[src/common/spi_defines.svh]
`ifndef SPI_DEFINES_SVH
`define SPI_DEFINES_SVH

// ========================================
// register map constants
// ========================================

// value returned at address 0.
`define SPI_DEVICE_ID 8'hA5

// register address width for 16 locations.
`define REG_ADDR_W 4

// ========================================
// stream flow control
// ========================================

// credits held by the stream port out of reset.
`define STREAM_CREDITS 4

// credit counter width as shown in status bits 7:4.
`define CREDIT_W 4

`endif

[src/common/spi_link_pkg.sv]
package spi_link_pkg;

	// ========================================
	// spi byte link types
	// ========================================

	// one msb-first byte on mosi or miso.
	typedef logic [7:0] spi_byte_t;

	// bit position inside the byte being shifted.
	typedef logic [2:0] bit_idx_t;

	// a full byte is seen when the count wraps from 7.
	localparam bit_idx_t LAST_BIT = 3'd7;

endpackage

[src/common/reg_map_pkg.sv]
`include "spi_defines.svh"

package reg_map_pkg;

	// ========================================
	// register side types
	// ========================================

	typedef logic [`REG_ADDR_W-1:0] reg_addr_t; // register address.
	typedef logic [7:0] reg_data_t; // register value.
	typedef logic [`CREDIT_W-1:0] credit_cnt_t; // stream credit count.

	// command decoder states.
	typedef enum logic [1:0] {
		IDLE, // cs high and nothing going on.
		CMD, // waiting for the command byte.
		WRITE, // following bytes go to the register.
		READ // following bytes shift register data out.
	} dec_state_t;

	// ========================================
	// register map
	// ========================================

	localparam reg_addr_t ADDR_ID = reg_addr_t'(0); // read-only id.
	localparam reg_addr_t ADDR_SCRATCH = reg_addr_t'(1); // scratch.
	localparam reg_addr_t ADDR_CTRL = reg_addr_t'(2); // drives ctrl output.
	localparam reg_addr_t ADDR_STATUS = reg_addr_t'(3); // credits and overflow.
	localparam reg_addr_t ADDR_STREAM = reg_addr_t'(4); // write-only stream data.
	localparam reg_addr_t ADDR_STATUS_IN = reg_addr_t'(5); // status_in sample.

endpackage

[src/spi_device/spi_device_transceiver.sv]
`timescale 1ns/1ps

// oversampling spi device transceiver, mode 0, msb first.
// no clock-capable pin for sck; clk must be 8x sck or faster.
module spi_device_transceiver (
	input logic clk,
	input logic reset,

	input logic spi_sck,
	input logic spi_mosi,
	input logic spi_cs_n,
	output logic spi_miso,

	input spi_link_pkg::spi_byte_t tx_data,
	input logic tx_data_valid,
	output spi_link_pkg::spi_byte_t rx_data,
	output logic rx_data_valid,
	output logic cs_falling,
	output logic cs_n_sync
);
	import spi_link_pkg::*;

	// ========================================
	// input synchronizers
	// ========================================

	// pins travel together as {cs_n, sck, mosi}.
	logic [2:0] sync_q1;
	logic [2:0] sync_q2;
	logic [2:0] sync_q3;

	logic sck_sync;
	logic mosi_sync;
	logic sck_prev; // previous synchronized sck.
	logic cs_n_prev; // previous synchronized cs_n.
	logic sck_rising;

	always_ff @(posedge clk) begin
		if (reset) begin
			sync_q1 <= 3'b100; // cs idles high.
			sync_q2 <= 3'b100;
			sync_q3 <= 3'b100;
			sck_prev <= 1'b0;
			cs_n_prev <= 1'b1;
		end else begin
			sync_q1 <= {spi_cs_n, spi_sck, spi_mosi};
			sync_q2 <= sync_q1;
			sync_q3 <= sync_q2;
			sck_prev <= sck_sync; // for edge detect.
			cs_n_prev <= cs_n_sync;
		end
	end

	assign cs_n_sync = sync_q3[2];
	assign sck_sync = sync_q3[1];
	assign mosi_sync = sync_q3[0];

	// ========================================
	// edge detection
	// ========================================

	assign cs_falling = cs_n_prev && !cs_n_sync; // start of transaction.

	// sck edges only count while selected.
	assign sck_rising = !sck_prev && sck_sync && !cs_n_sync;

	// ========================================
	// shift registers
	// ========================================

	bit_idx_t bit_cnt; // bits taken so far in this byte.
	spi_byte_t rx_shift; // receive shift register.
	spi_byte_t tx_shift; // transmit shift register with msb on miso.

	assign spi_miso = tx_shift[7];

	// mosi shifts in on each sampled sck rise.
	always_ff @(posedge clk) begin
		if (sck_rising) begin
			rx_shift <= {rx_shift[6:0], mosi_sync};
			if (bit_cnt == LAST_BIT)
				rx_data <= {rx_shift[6:0], mosi_sync}; // complete byte.
		end
	end

	always_ff @(posedge clk) begin
		if (reset) begin
			bit_cnt <= '0;
			tx_shift <= '0; // miso low.
			rx_data_valid <= 1'b0;
		end else begin
			rx_data_valid <= 1'b0;

			if (cs_falling) begin
				// new transaction drops any partial byte.
				bit_cnt <= '0;
				tx_shift <= '0;
			end else if (sck_rising) begin
				bit_cnt <= bit_cnt + 1'b1; // wraps after bit 7.
				tx_shift <= {tx_shift[6:0], 1'b0}; // next bit onto miso.
				if (bit_cnt == LAST_BIT)
					rx_data_valid <= 1'b1;
			end

			// reply byte from the decoder.
			if (tx_data_valid)
				tx_shift <= tx_data;
		end
	end

	// ========================================
	// assertions
	// ========================================

	// a byte only completes inside a transaction.
	assert property (@(posedge clk) disable iff (reset)
		rx_data_valid |-> !cs_n_sync)
		else $error("rx_data_valid while cs_n_sync high");

endmodule

[src/spi_device/spi_command_decoder.sv]
`timescale 1ns/1ps

`include "spi_defines.svh"

// spi command decoder.
// byte 0 is the command with bit 7 set for read and the address in bits 3:0.
// later bytes are written to, or read from, the auto-incremented address.
module spi_command_decoder (
	input logic clk,
	input logic reset,

	// byte link from the transceiver.
	input spi_link_pkg::spi_byte_t rx_data,
	input logic rx_data_valid,
	input logic cs_falling,
	input logic cs_n_sync,
	output spi_link_pkg::spi_byte_t tx_data,
	output logic tx_data_valid,

	// register bus.
	output reg_map_pkg::reg_addr_t reg_addr,
	output reg_map_pkg::reg_data_t reg_wdata,
	output logic reg_we,
	input reg_map_pkg::reg_data_t reg_rdata
);
	import reg_map_pkg::*;

	// ========================================
	// address stepping
	// ========================================

	dec_state_t state;
	reg_addr_t next_addr;

	// the stream register stays put so a burst feeds the stream.
	always_comb begin
		if (reg_addr == ADDR_STREAM)
			next_addr = reg_addr;
		else
			next_addr = reg_addr + 1'b1;
	end

	// reply follows the address in the tx_data_valid cycle.
	assign tx_data = reg_rdata;

	// ========================================
	// decoder fsm
	// ========================================

	always_ff @(posedge clk) begin
		if (reset) begin
			state <= IDLE;
			reg_addr <= '0;
			reg_we <= 1'b0;
			tx_data_valid <= 1'b0;
		end else begin
			reg_we <= 1'b0; // single-cycle pulses.
			tx_data_valid <= 1'b0;

			// step past a location once it has been written.
			if (reg_we)
				reg_addr <= next_addr;

			if (cs_falling) begin
				state <= CMD; // new transaction.
			end else begin
				case (state)
					IDLE: begin
						// wait for cs to fall.
					end

					CMD: begin
						if (cs_n_sync) begin
							state <= IDLE; // aborted before a command.
						end else if (rx_data_valid) begin
							reg_addr <= rx_data[`REG_ADDR_W-1:0];
							if (rx_data[7]) begin
								state <= READ;
								tx_data_valid <= 1'b1; // first reply byte.
							end else begin
								state <= WRITE;
							end
						end
					end

					WRITE: begin
						if (cs_n_sync)
							state <= IDLE;
						else if (rx_data_valid)
							reg_we <= 1'b1; // address steps after the pulse.
					end

					READ: begin
						if (cs_n_sync) begin
							state <= IDLE;
						end else if (rx_data_valid) begin
							reg_addr <= next_addr;
							tx_data_valid <= 1'b1; // reply for the next byte.
						end
					end

					default: state <= IDLE;
				endcase
			end
		end
	end

	// write data captured with each byte.
	always_ff @(posedge clk) begin
		if (rx_data_valid)
			reg_wdata <= rx_data;
	end

	// ========================================
	// assertions
	// ========================================

	// a transaction writes or reads but never both.
	assert property (@(posedge clk) disable iff (reset)
		!(reg_we && tx_data_valid))
		else $error("reg_we and tx_data_valid together");

endmodule

[src/hw/reg_bank.sv]
`timescale 1ns/1ps

`include "spi_defines.svh"

// register bank behind the spi decoder.
// holds scratch and ctrl, turns stream and status writes into pulses.
module reg_bank (
	input logic clk,
	input logic reset,

	input reg_map_pkg::reg_addr_t reg_addr,
	input reg_map_pkg::reg_data_t reg_wdata,
	input logic reg_we,
	output reg_map_pkg::reg_data_t reg_rdata,

	input reg_map_pkg::reg_data_t status_in,
	output reg_map_pkg::reg_data_t ctrl,

	// stream port side.
	input reg_map_pkg::credit_cnt_t credits,
	input logic overflow,
	output logic push,
	output reg_map_pkg::reg_data_t push_data,
	output logic clear_overflow
);
	import reg_map_pkg::*;

	reg_data_t scratch;
	reg_data_t status; // credits in 7:4, overflow in bit 0.

	// ========================================
	// writable registers
	// ========================================

	always_ff @(posedge clk) begin
		if (reset) begin
			scratch <= '0;
			ctrl <= '0;
		end else if (reg_we) begin
			case (reg_addr)
				ADDR_SCRATCH: scratch <= reg_wdata;
				ADDR_CTRL: ctrl <= reg_wdata;
				default: ; // others handled below or ignored.
			endcase
		end
	end

	// ========================================
	// side-effect pulses
	// ========================================

	assign push = reg_we && (reg_addr == ADDR_STREAM);
	assign push_data = reg_wdata;

	// write-one-to-clear on overflow.
	assign clear_overflow = reg_we && (reg_addr == ADDR_STATUS) && reg_wdata[0];

	// ========================================
	// read decode
	// ========================================

	assign status = {credits, 3'b000, overflow};

	always_comb begin
		case (reg_addr)
			ADDR_ID: reg_rdata = `SPI_DEVICE_ID;
			ADDR_SCRATCH: reg_rdata = scratch;
			ADDR_CTRL: reg_rdata = ctrl;
			ADDR_STATUS: reg_rdata = status;
			ADDR_STATUS_IN: reg_rdata = status_in; // live sample.
			default: reg_rdata = '0; // stream is write-only.
		endcase
	end

endmodule

[src/hw/stream_credit_port.sv]
`timescale 1ns/1ps

`include "spi_defines.svh"

// credit-flow byte stream output.
// one credit per byte sent and returned by stream_credit pulses.
module stream_credit_port (
	input logic clk,
	input logic reset,

	input logic push,
	input reg_map_pkg::reg_data_t push_data,
	input logic clear_overflow,
	input logic stream_credit,

	output logic stream_valid,
	output spi_link_pkg::spi_byte_t stream_data,
	output reg_map_pkg::credit_cnt_t credits,
	output logic overflow
);
	import reg_map_pkg::*;

	localparam credit_cnt_t MAX_CREDITS = credit_cnt_t'(`STREAM_CREDITS);

	logic take; // push that has a credit to spend.
	logic give; // credit return that is counted.

	assign take = push && (credits != '0);
	// a full counter only takes a credit back if one is spent alongside.
	assign give = stream_credit && ((credits != MAX_CREDITS) || take);

	always_ff @(posedge clk) begin
		if (reset) begin
			credits <= MAX_CREDITS;
			overflow <= 1'b0;
			stream_valid <= 1'b0;
		end else begin
			stream_valid <= take; // one cycle after the push.

			if (take && !give)
				credits <= credits - 1'b1;
			else if (give && !take)
				credits <= credits + 1'b1;

			// sticky until cleared; a dropped byte wins.
			if (push && (credits == '0))
				overflow <= 1'b1;
			else if (clear_overflow)
				overflow <= 1'b0;
		end
	end

	always_ff @(posedge clk) begin
		if (take)
			stream_data <= push_data;
	end

	// ========================================
	// assertions
	// ========================================

	assert property (@(posedge clk) disable iff (reset)
		credits <= MAX_CREDITS)
		else $error("credits above initial value");

	// every byte out was paid for with a credit.
	assert property (@(posedge clk) disable iff (reset)
		stream_valid |-> ($past(credits) != '0))
		else $error("stream_valid with no credits");

endmodule

[src/hw/spi_reg_bridge_top.sv]
`timescale 1ns/1ps

// top level of the spi device register bridge.
module spi_reg_bridge_top (
	input logic clk,
	input logic reset,

	input logic spi_sck,
	input logic spi_mosi,
	input logic spi_cs_n,
	output logic spi_miso,

	input reg_map_pkg::reg_data_t status_in,
	output reg_map_pkg::reg_data_t ctrl,

	input logic stream_credit,
	output logic stream_valid,
	output spi_link_pkg::spi_byte_t stream_data
);
	import spi_link_pkg::*;
	import reg_map_pkg::*;

	// ========================================
	// internal wiring
	// ========================================

	spi_byte_t rx_data; // transceiver to decoder.
	logic rx_data_valid;
	logic cs_falling;
	logic cs_n_sync;
	spi_byte_t tx_data; // decoder to transceiver.
	logic tx_data_valid;

	reg_addr_t reg_addr; // register bus.
	reg_data_t reg_wdata;
	reg_data_t reg_rdata;
	logic reg_we;

	logic push; // reg bank to stream port.
	reg_data_t push_data;
	logic clear_overflow;
	credit_cnt_t credits;
	logic overflow;

	spi_device_transceiver xcvr_i (
		.clk(clk), .reset(reset),
		.spi_sck(spi_sck), .spi_mosi(spi_mosi), .spi_cs_n(spi_cs_n),
		.spi_miso(spi_miso),
		.tx_data(tx_data), .tx_data_valid(tx_data_valid),
		.rx_data(rx_data), .rx_data_valid(rx_data_valid),
		.cs_falling(cs_falling), .cs_n_sync(cs_n_sync)
	);

	spi_command_decoder dec_i (
		.clk(clk), .reset(reset),
		.rx_data(rx_data), .rx_data_valid(rx_data_valid),
		.cs_falling(cs_falling), .cs_n_sync(cs_n_sync),
		.tx_data(tx_data), .tx_data_valid(tx_data_valid),
		.reg_addr(reg_addr), .reg_wdata(reg_wdata), .reg_we(reg_we),
		.reg_rdata(reg_rdata)
	);

	reg_bank regs_i (
		.clk(clk), .reset(reset),
		.reg_addr(reg_addr), .reg_wdata(reg_wdata), .reg_we(reg_we),
		.reg_rdata(reg_rdata),
		.status_in(status_in), .ctrl(ctrl),
		.credits(credits), .overflow(overflow),
		.push(push), .push_data(push_data), .clear_overflow(clear_overflow)
	);

	stream_credit_port stream_i (
		.clk(clk), .reset(reset),
		.push(push), .push_data(push_data),
		.clear_overflow(clear_overflow), .stream_credit(stream_credit),
		.stream_valid(stream_valid), .stream_data(stream_data),
		.credits(credits), .overflow(overflow)
	);

endmodule

[config.mk]
export PLATFORM = sky130hd
export DESIGN_NAME = spi_reg_bridge_top
export DESIGN_NICKNAME = d
export VERILOG_FILES = /design/src/common/spi_link_pkg.sv /design/src/common/reg_map_pkg.sv /design/src/spi_device/spi_device_transceiver.sv /design/src/spi_device/spi_command_decoder.sv /design/src/hw/reg_bank.sv /design/src/hw/stream_credit_port.sv /design/src/hw/spi_reg_bridge_top.sv
export VERILOG_INCLUDE_DIRS = /design/src /design/src/common
export SDC_FILE = /design/constraint.sdc
export NUM_CORES = 1
export LEC_CHECK = 0
export BUFFER_PORTS_ARGS = -buffer_cell sky130_fd_sc_hd__buf_2
export CAP_MARGIN = 20
export CORE_ASPECT_RATIO = 1.1
export CORE_MARGIN = 3
export CORE_UTILIZATION = 45
export DETAILED_ROUTE_END_ITERATION = 10
export GPL_TIMING_DRIVEN = 0
export PLACE_DENSITY_LB_ADDON = 0.08
export SLEW_MARGIN = 5
export SYNTH_ARGS = -nofsm -noshare
export SYNTH_HDL_FRONTEND = slang
export SYNTH_SLANG_ARGS = --single-unit
[constraint.sdc]
create_clock -name clk -period 3.2 [get_ports clk]
set_input_delay 0.8 -clock clk [delete_from_list [all_inputs] [get_ports clk]]
set_output_delay 0.8 -clock clk [all_outputs]
set_load 0.05 [all_outputs]
==> results.ini <==
[run_status]
status = completed

[clock_tree]
cts_hold_repair.buffers = 0
postCtsSetupBuffers = 0
cts_inserted_buffers = 9
h_tree_lvls = 3
post_cts.resized_instances = 0
clock-sinks = 84
cts_root_buffer = sky130_fd_sc_hd__clkbuf_8
ctsLongestPathBuffers = 2
cts_tree = done
cts.clk_slew.worst_paths_ns = 0.08
clock_latency_ns = 0.33

[global_route]
first_pass_grt_wire_length_um = 12000
largest_net_degree_at_the_start_of_global_routing = 15
grt_antenna_before_repair = 0
first_global_vias = 2370
groute.usage.overall_pct = 17.1
grt-ovfl-total = 0

[layout]
final_nets = 383
n_fill_cell = 710
final-seq-area_um2 = 1990
diodes = 0
syn_to_final_growth_pct = 14.5
multi_input_comb_area_um2 = 1370
drive_above_1_share_pct = 18.4

[synth]
synth-edff-count = 31
seq_area_frac_synth_pct = 57.1
postSynthRegisterBits = 84
avgSynthCellArea_um2 = 11.0
synth.net_count = 341
yosys_warnings = 0
post_synth_num_cell_types = 46
yosys.cell_count.top_type = sky130_fd_sc_hd__dfxtp_1
synth.top_cell.area_share_pct = 30.4
syn-cell-area_um2 = 3490
netlist_instances = 318
synth.largest_area_cell = sky130_fd_sc_hd__dfxtp_1
synth_commonest_cells = 53 x sky130_fd_sc_hd__dfxtp_1, 35 x sky130_fd_sc_hd__nor2_1, 31 x sky130_fd_sc_hd__edfxtp_1
post_synth_main_area_contributors = sky130_fd_sc_hd__dfxtp_1 30%, sky130_fd_sc_hd__edfxtp_1 27%, sky130_fd_sc_hd__mux2i_1 6.0%, sky130_fd_sc_hd__nor2_1 3.8%, sky130_fd_sc_hd__ha_1 2.9%
postSynth.asyncResetShare_pct = 0
synth_top_flop_cell = sky130_fd_sc_hd__dfxtp_1

[worst_hold_path]
hold_path_class = reg -> reg

[timing]
final-max-slew-violation-count = 0
tcrit_tclk_final_pct = 87.1
report.final.setup_viol = 0
post-route-worst-setup-slack_ns = 0.414
max_slew_margin_pct = 52.4
fin_tns_setup_ns = 0
rsz0062_at_grt = no
hold_viol_final = 0
hold-worst-slack_ns = 0.412
worstMarginPinSlew_ns = 0.711
timing.fmax_ghz = 0.359
finalWorstPathRequiredPeriod_ns = 2.79
final.setup_skew_ns = 0.00928

[route]
route.detailed.wl_per_inst_um = 15.4
viasPerCell = 5.23
starting_drc_count_in_detailed_routing = 140
via_count = 2458
drtPass1Iterations = 7
final_antenna_net_count = 0
wl_um = 7250
residual_drc = 0

[power]
swShare_pct = 20.2
irDropWorstVdd_mv = 0.319
fraction_of_power_consumed_by_sequential_logic_pct = 56.0
net-switching-power_w = 0.000405
internal_power_w = 0.00160
power.clock.fraction_pct = 40.9
power.density_cell_area_nw_per_um2 = 502
pwr-share-comb_pct = 3.2
static-leakage-power_nw = 1.46

[floorplanning]
design.die.area_um2 = 8850
floorplan.core_area_um2 = 7510
dieWidth_um = 89.9
io-pin-count = 32
number_of_core_rows = 33
start_util_pct = 46.4
die_height_um = 98.3

[worst_setup_path]
critical_path.max_fanout = 10
setup.worst_path.class = reg -> reg
cp.arrival_ns = 3.03
cp_data_required_time_ns = 3.44
crit_path_start_kind = register
critPathCaptureType = register

[placed_design]
worst_setup_slack_post_dpl_ns = 0.445
dpl.hpwl_um = 5260
place.gp.congestion = 0.830
count_of_buffers_inserted_at_the_top_level_ports = 31

[flow_run]
drv_cap = 0

==> layer usage <==
metal | GRT usage (%) | wire length (um) | part of all wire (%)
met3 | 3.93 | 306 | 4.2
met1 | 22.0 | 3360 | 46
met4 | 7.54 | 116 | 1.6
met5 | 0 | 0 | 0
met2 | 27.8 | 3460 | 48
==> power by group through the flow <==
stage | Sequential (W) | Combinational [W] | Clock (W)
after CTS | 0.00112 | 0.0000643 | 0.000846
after detailed placement | 0.00115 | 0.0000640 | 0
final | 0.00112 | 0.0000636 | 0.000819
after floorplan | 0.00114 | 0.0000416 | 0
after global placement | 0.00115 | 0.0000631 | 0
after global routing | 0.00112 | 0.0000716 | 0.000876
==> worst max-delay path, cell delays in order, from the launching register on <==
cell                       delay, ns
sky130_fd_sc_hd__dfxtp_1        0.39
sky130_fd_sc_hd__inv_1          0.15
sky130_fd_sc_hd__ha_1           0.15
sky130_fd_sc_hd__buf_2          0.19
sky130_fd_sc_hd__nand4b_2       0.19
sky130_fd_sc_hd__nor3_2         0.48
sky130_fd_sc_hd__ha_1           0.38
sky130_fd_sc_hd__a21oi_1        0.23
sky130_fd_sc_hd__nand2_1        0.11
sky130_fd_sc_hd__or3_1          0.35
sky130_fd_sc_hd__o311ai_1       0.07
==> sequential cells by signal (all words and copies together), names as in the netlist, 2 cells and up <==
| register | flops |
|---|---|
| dec_i.reg_addr | 4 |
| dec_i.reg_wdata | 8 |
| dec_i.state | 2 |
| regs_i.ctrl | 8 |
| regs_i.scratch | 8 |
| stream_i.credits | 4 |
| stream_i.stream_data | 8 |
| xcvr_i.bit_cnt | 3 |
| xcvr_i.rx_data | 8 |
| xcvr_i.rx_shift | 7 |
| xcvr_i.sync_q1 | 3 |
| xcvr_i.sync_q2 | 3 |
| xcvr_i.sync_q3 | 3 |
| xcvr_i.tx_shift | 8 |
==> area by class of cell <==
| type | instances | share of cell area (%) |
|---|---|---|
| clock inverters | 4 | 1.85 |
| inverters | 9 | 0.846 |
| flip-flops and latches | 84 | 49.9 |
| well taps | 105 | 3.29 |
| plain buffers | 20 | 2.22 |
| repair buffers | 31 | 3.88 |
| clock buffers | 12 | 3.63 |
| multi-input cells | 205 | 34.4 |
==> per-stage QoR <==
step / std cells / total power [W] / instance area, um2 / utilization [%]
6_report: 470 / 0.00200 / 3990 / 53.1
5_1_grt: 470 / 0.00207 / 3990 / 53.1
4_1_cts: 470 / 0.00203 / 3990 / 53.1
3_5_place_dp: 454 / 0.00121 / 3770 / 50.2
3_3_place_gp: 454 / 0.00121 / 3770 / 50.2
2_1_floorplan: 318 / 0.00119 / 3490 / -
==> cells in the final DEF, fill, tap and decap left out, types with 3 or more instances in the layout <==
cell / instances
sky130_fd_sc_hd__a211oi_1: 13
sky130_fd_sc_hd__a22oi_1: 4
sky130_fd_sc_hd__nor2_1: 35
sky130_fd_sc_hd__ha_1: 8
sky130_fd_sc_hd__edfxtp_1: 31
sky130_fd_sc_hd__mux2i_1: 21
sky130_fd_sc_hd__nor3_1: 6
sky130_fd_sc_hd__nand2b_1: 6
sky130_fd_sc_hd__nand3_1: 6
sky130_fd_sc_hd__a21oi_1: 13
sky130_fd_sc_hd__nor3b_1: 3
sky130_fd_sc_hd__o21ai_0: 14
sky130_fd_sc_hd__or2_2: 5
sky130_fd_sc_hd__clkbuf_1: 13
sky130_fd_sc_hd__xnor2_1: 3
sky130_fd_sc_hd__a221oi_1: 4
sky130_fd_sc_hd__nor2b_1: 11
sky130_fd_sc_hd__buf_2: 39
sky130_fd_sc_hd__dfxtp_1: 53
sky130_fd_sc_hd__clkbuf_8: 10
sky130_fd_sc_hd__inv_1: 9
sky130_fd_sc_hd__nand2_1: 18
sky130_fd_sc_hd__or3_1: 5
==> worst paths after layout <==
path              cells after the start                   to         startpoint  slack [ns]
setup / recovery                     10  stream_i.credits[3]  dec_i.reg_addr[0]        0.41
hold reg to reg                       1    xcvr_i.sync_q3[2]  xcvr_i.sync_q2[2]        0.41
setup reg to reg                     10  stream_i.credits[3]  dec_i.reg_addr[0]        0.41
hold / removal                        1    xcvr_i.sync_q3[2]  xcvr_i.sync_q2[2]        0.41
==> cells by family (layout without fill, tap and decap cells) <==
family | count (synthesis) | after routing | synth area share (%)
fa+ha+maj | 9 | 9 | 3.44
xor+xnor | 3 | 3 | 0.753
flops | 84 | 84 | 57.1
mux | 23 | 23 | 6.67
buf+inv | 29 | 76 | 3.52
compound gates | 61 | 61 | 11.9
simple gates | 109 | 109 | 16.6
No activity file was read; power rests on OpenSTA's default activity.
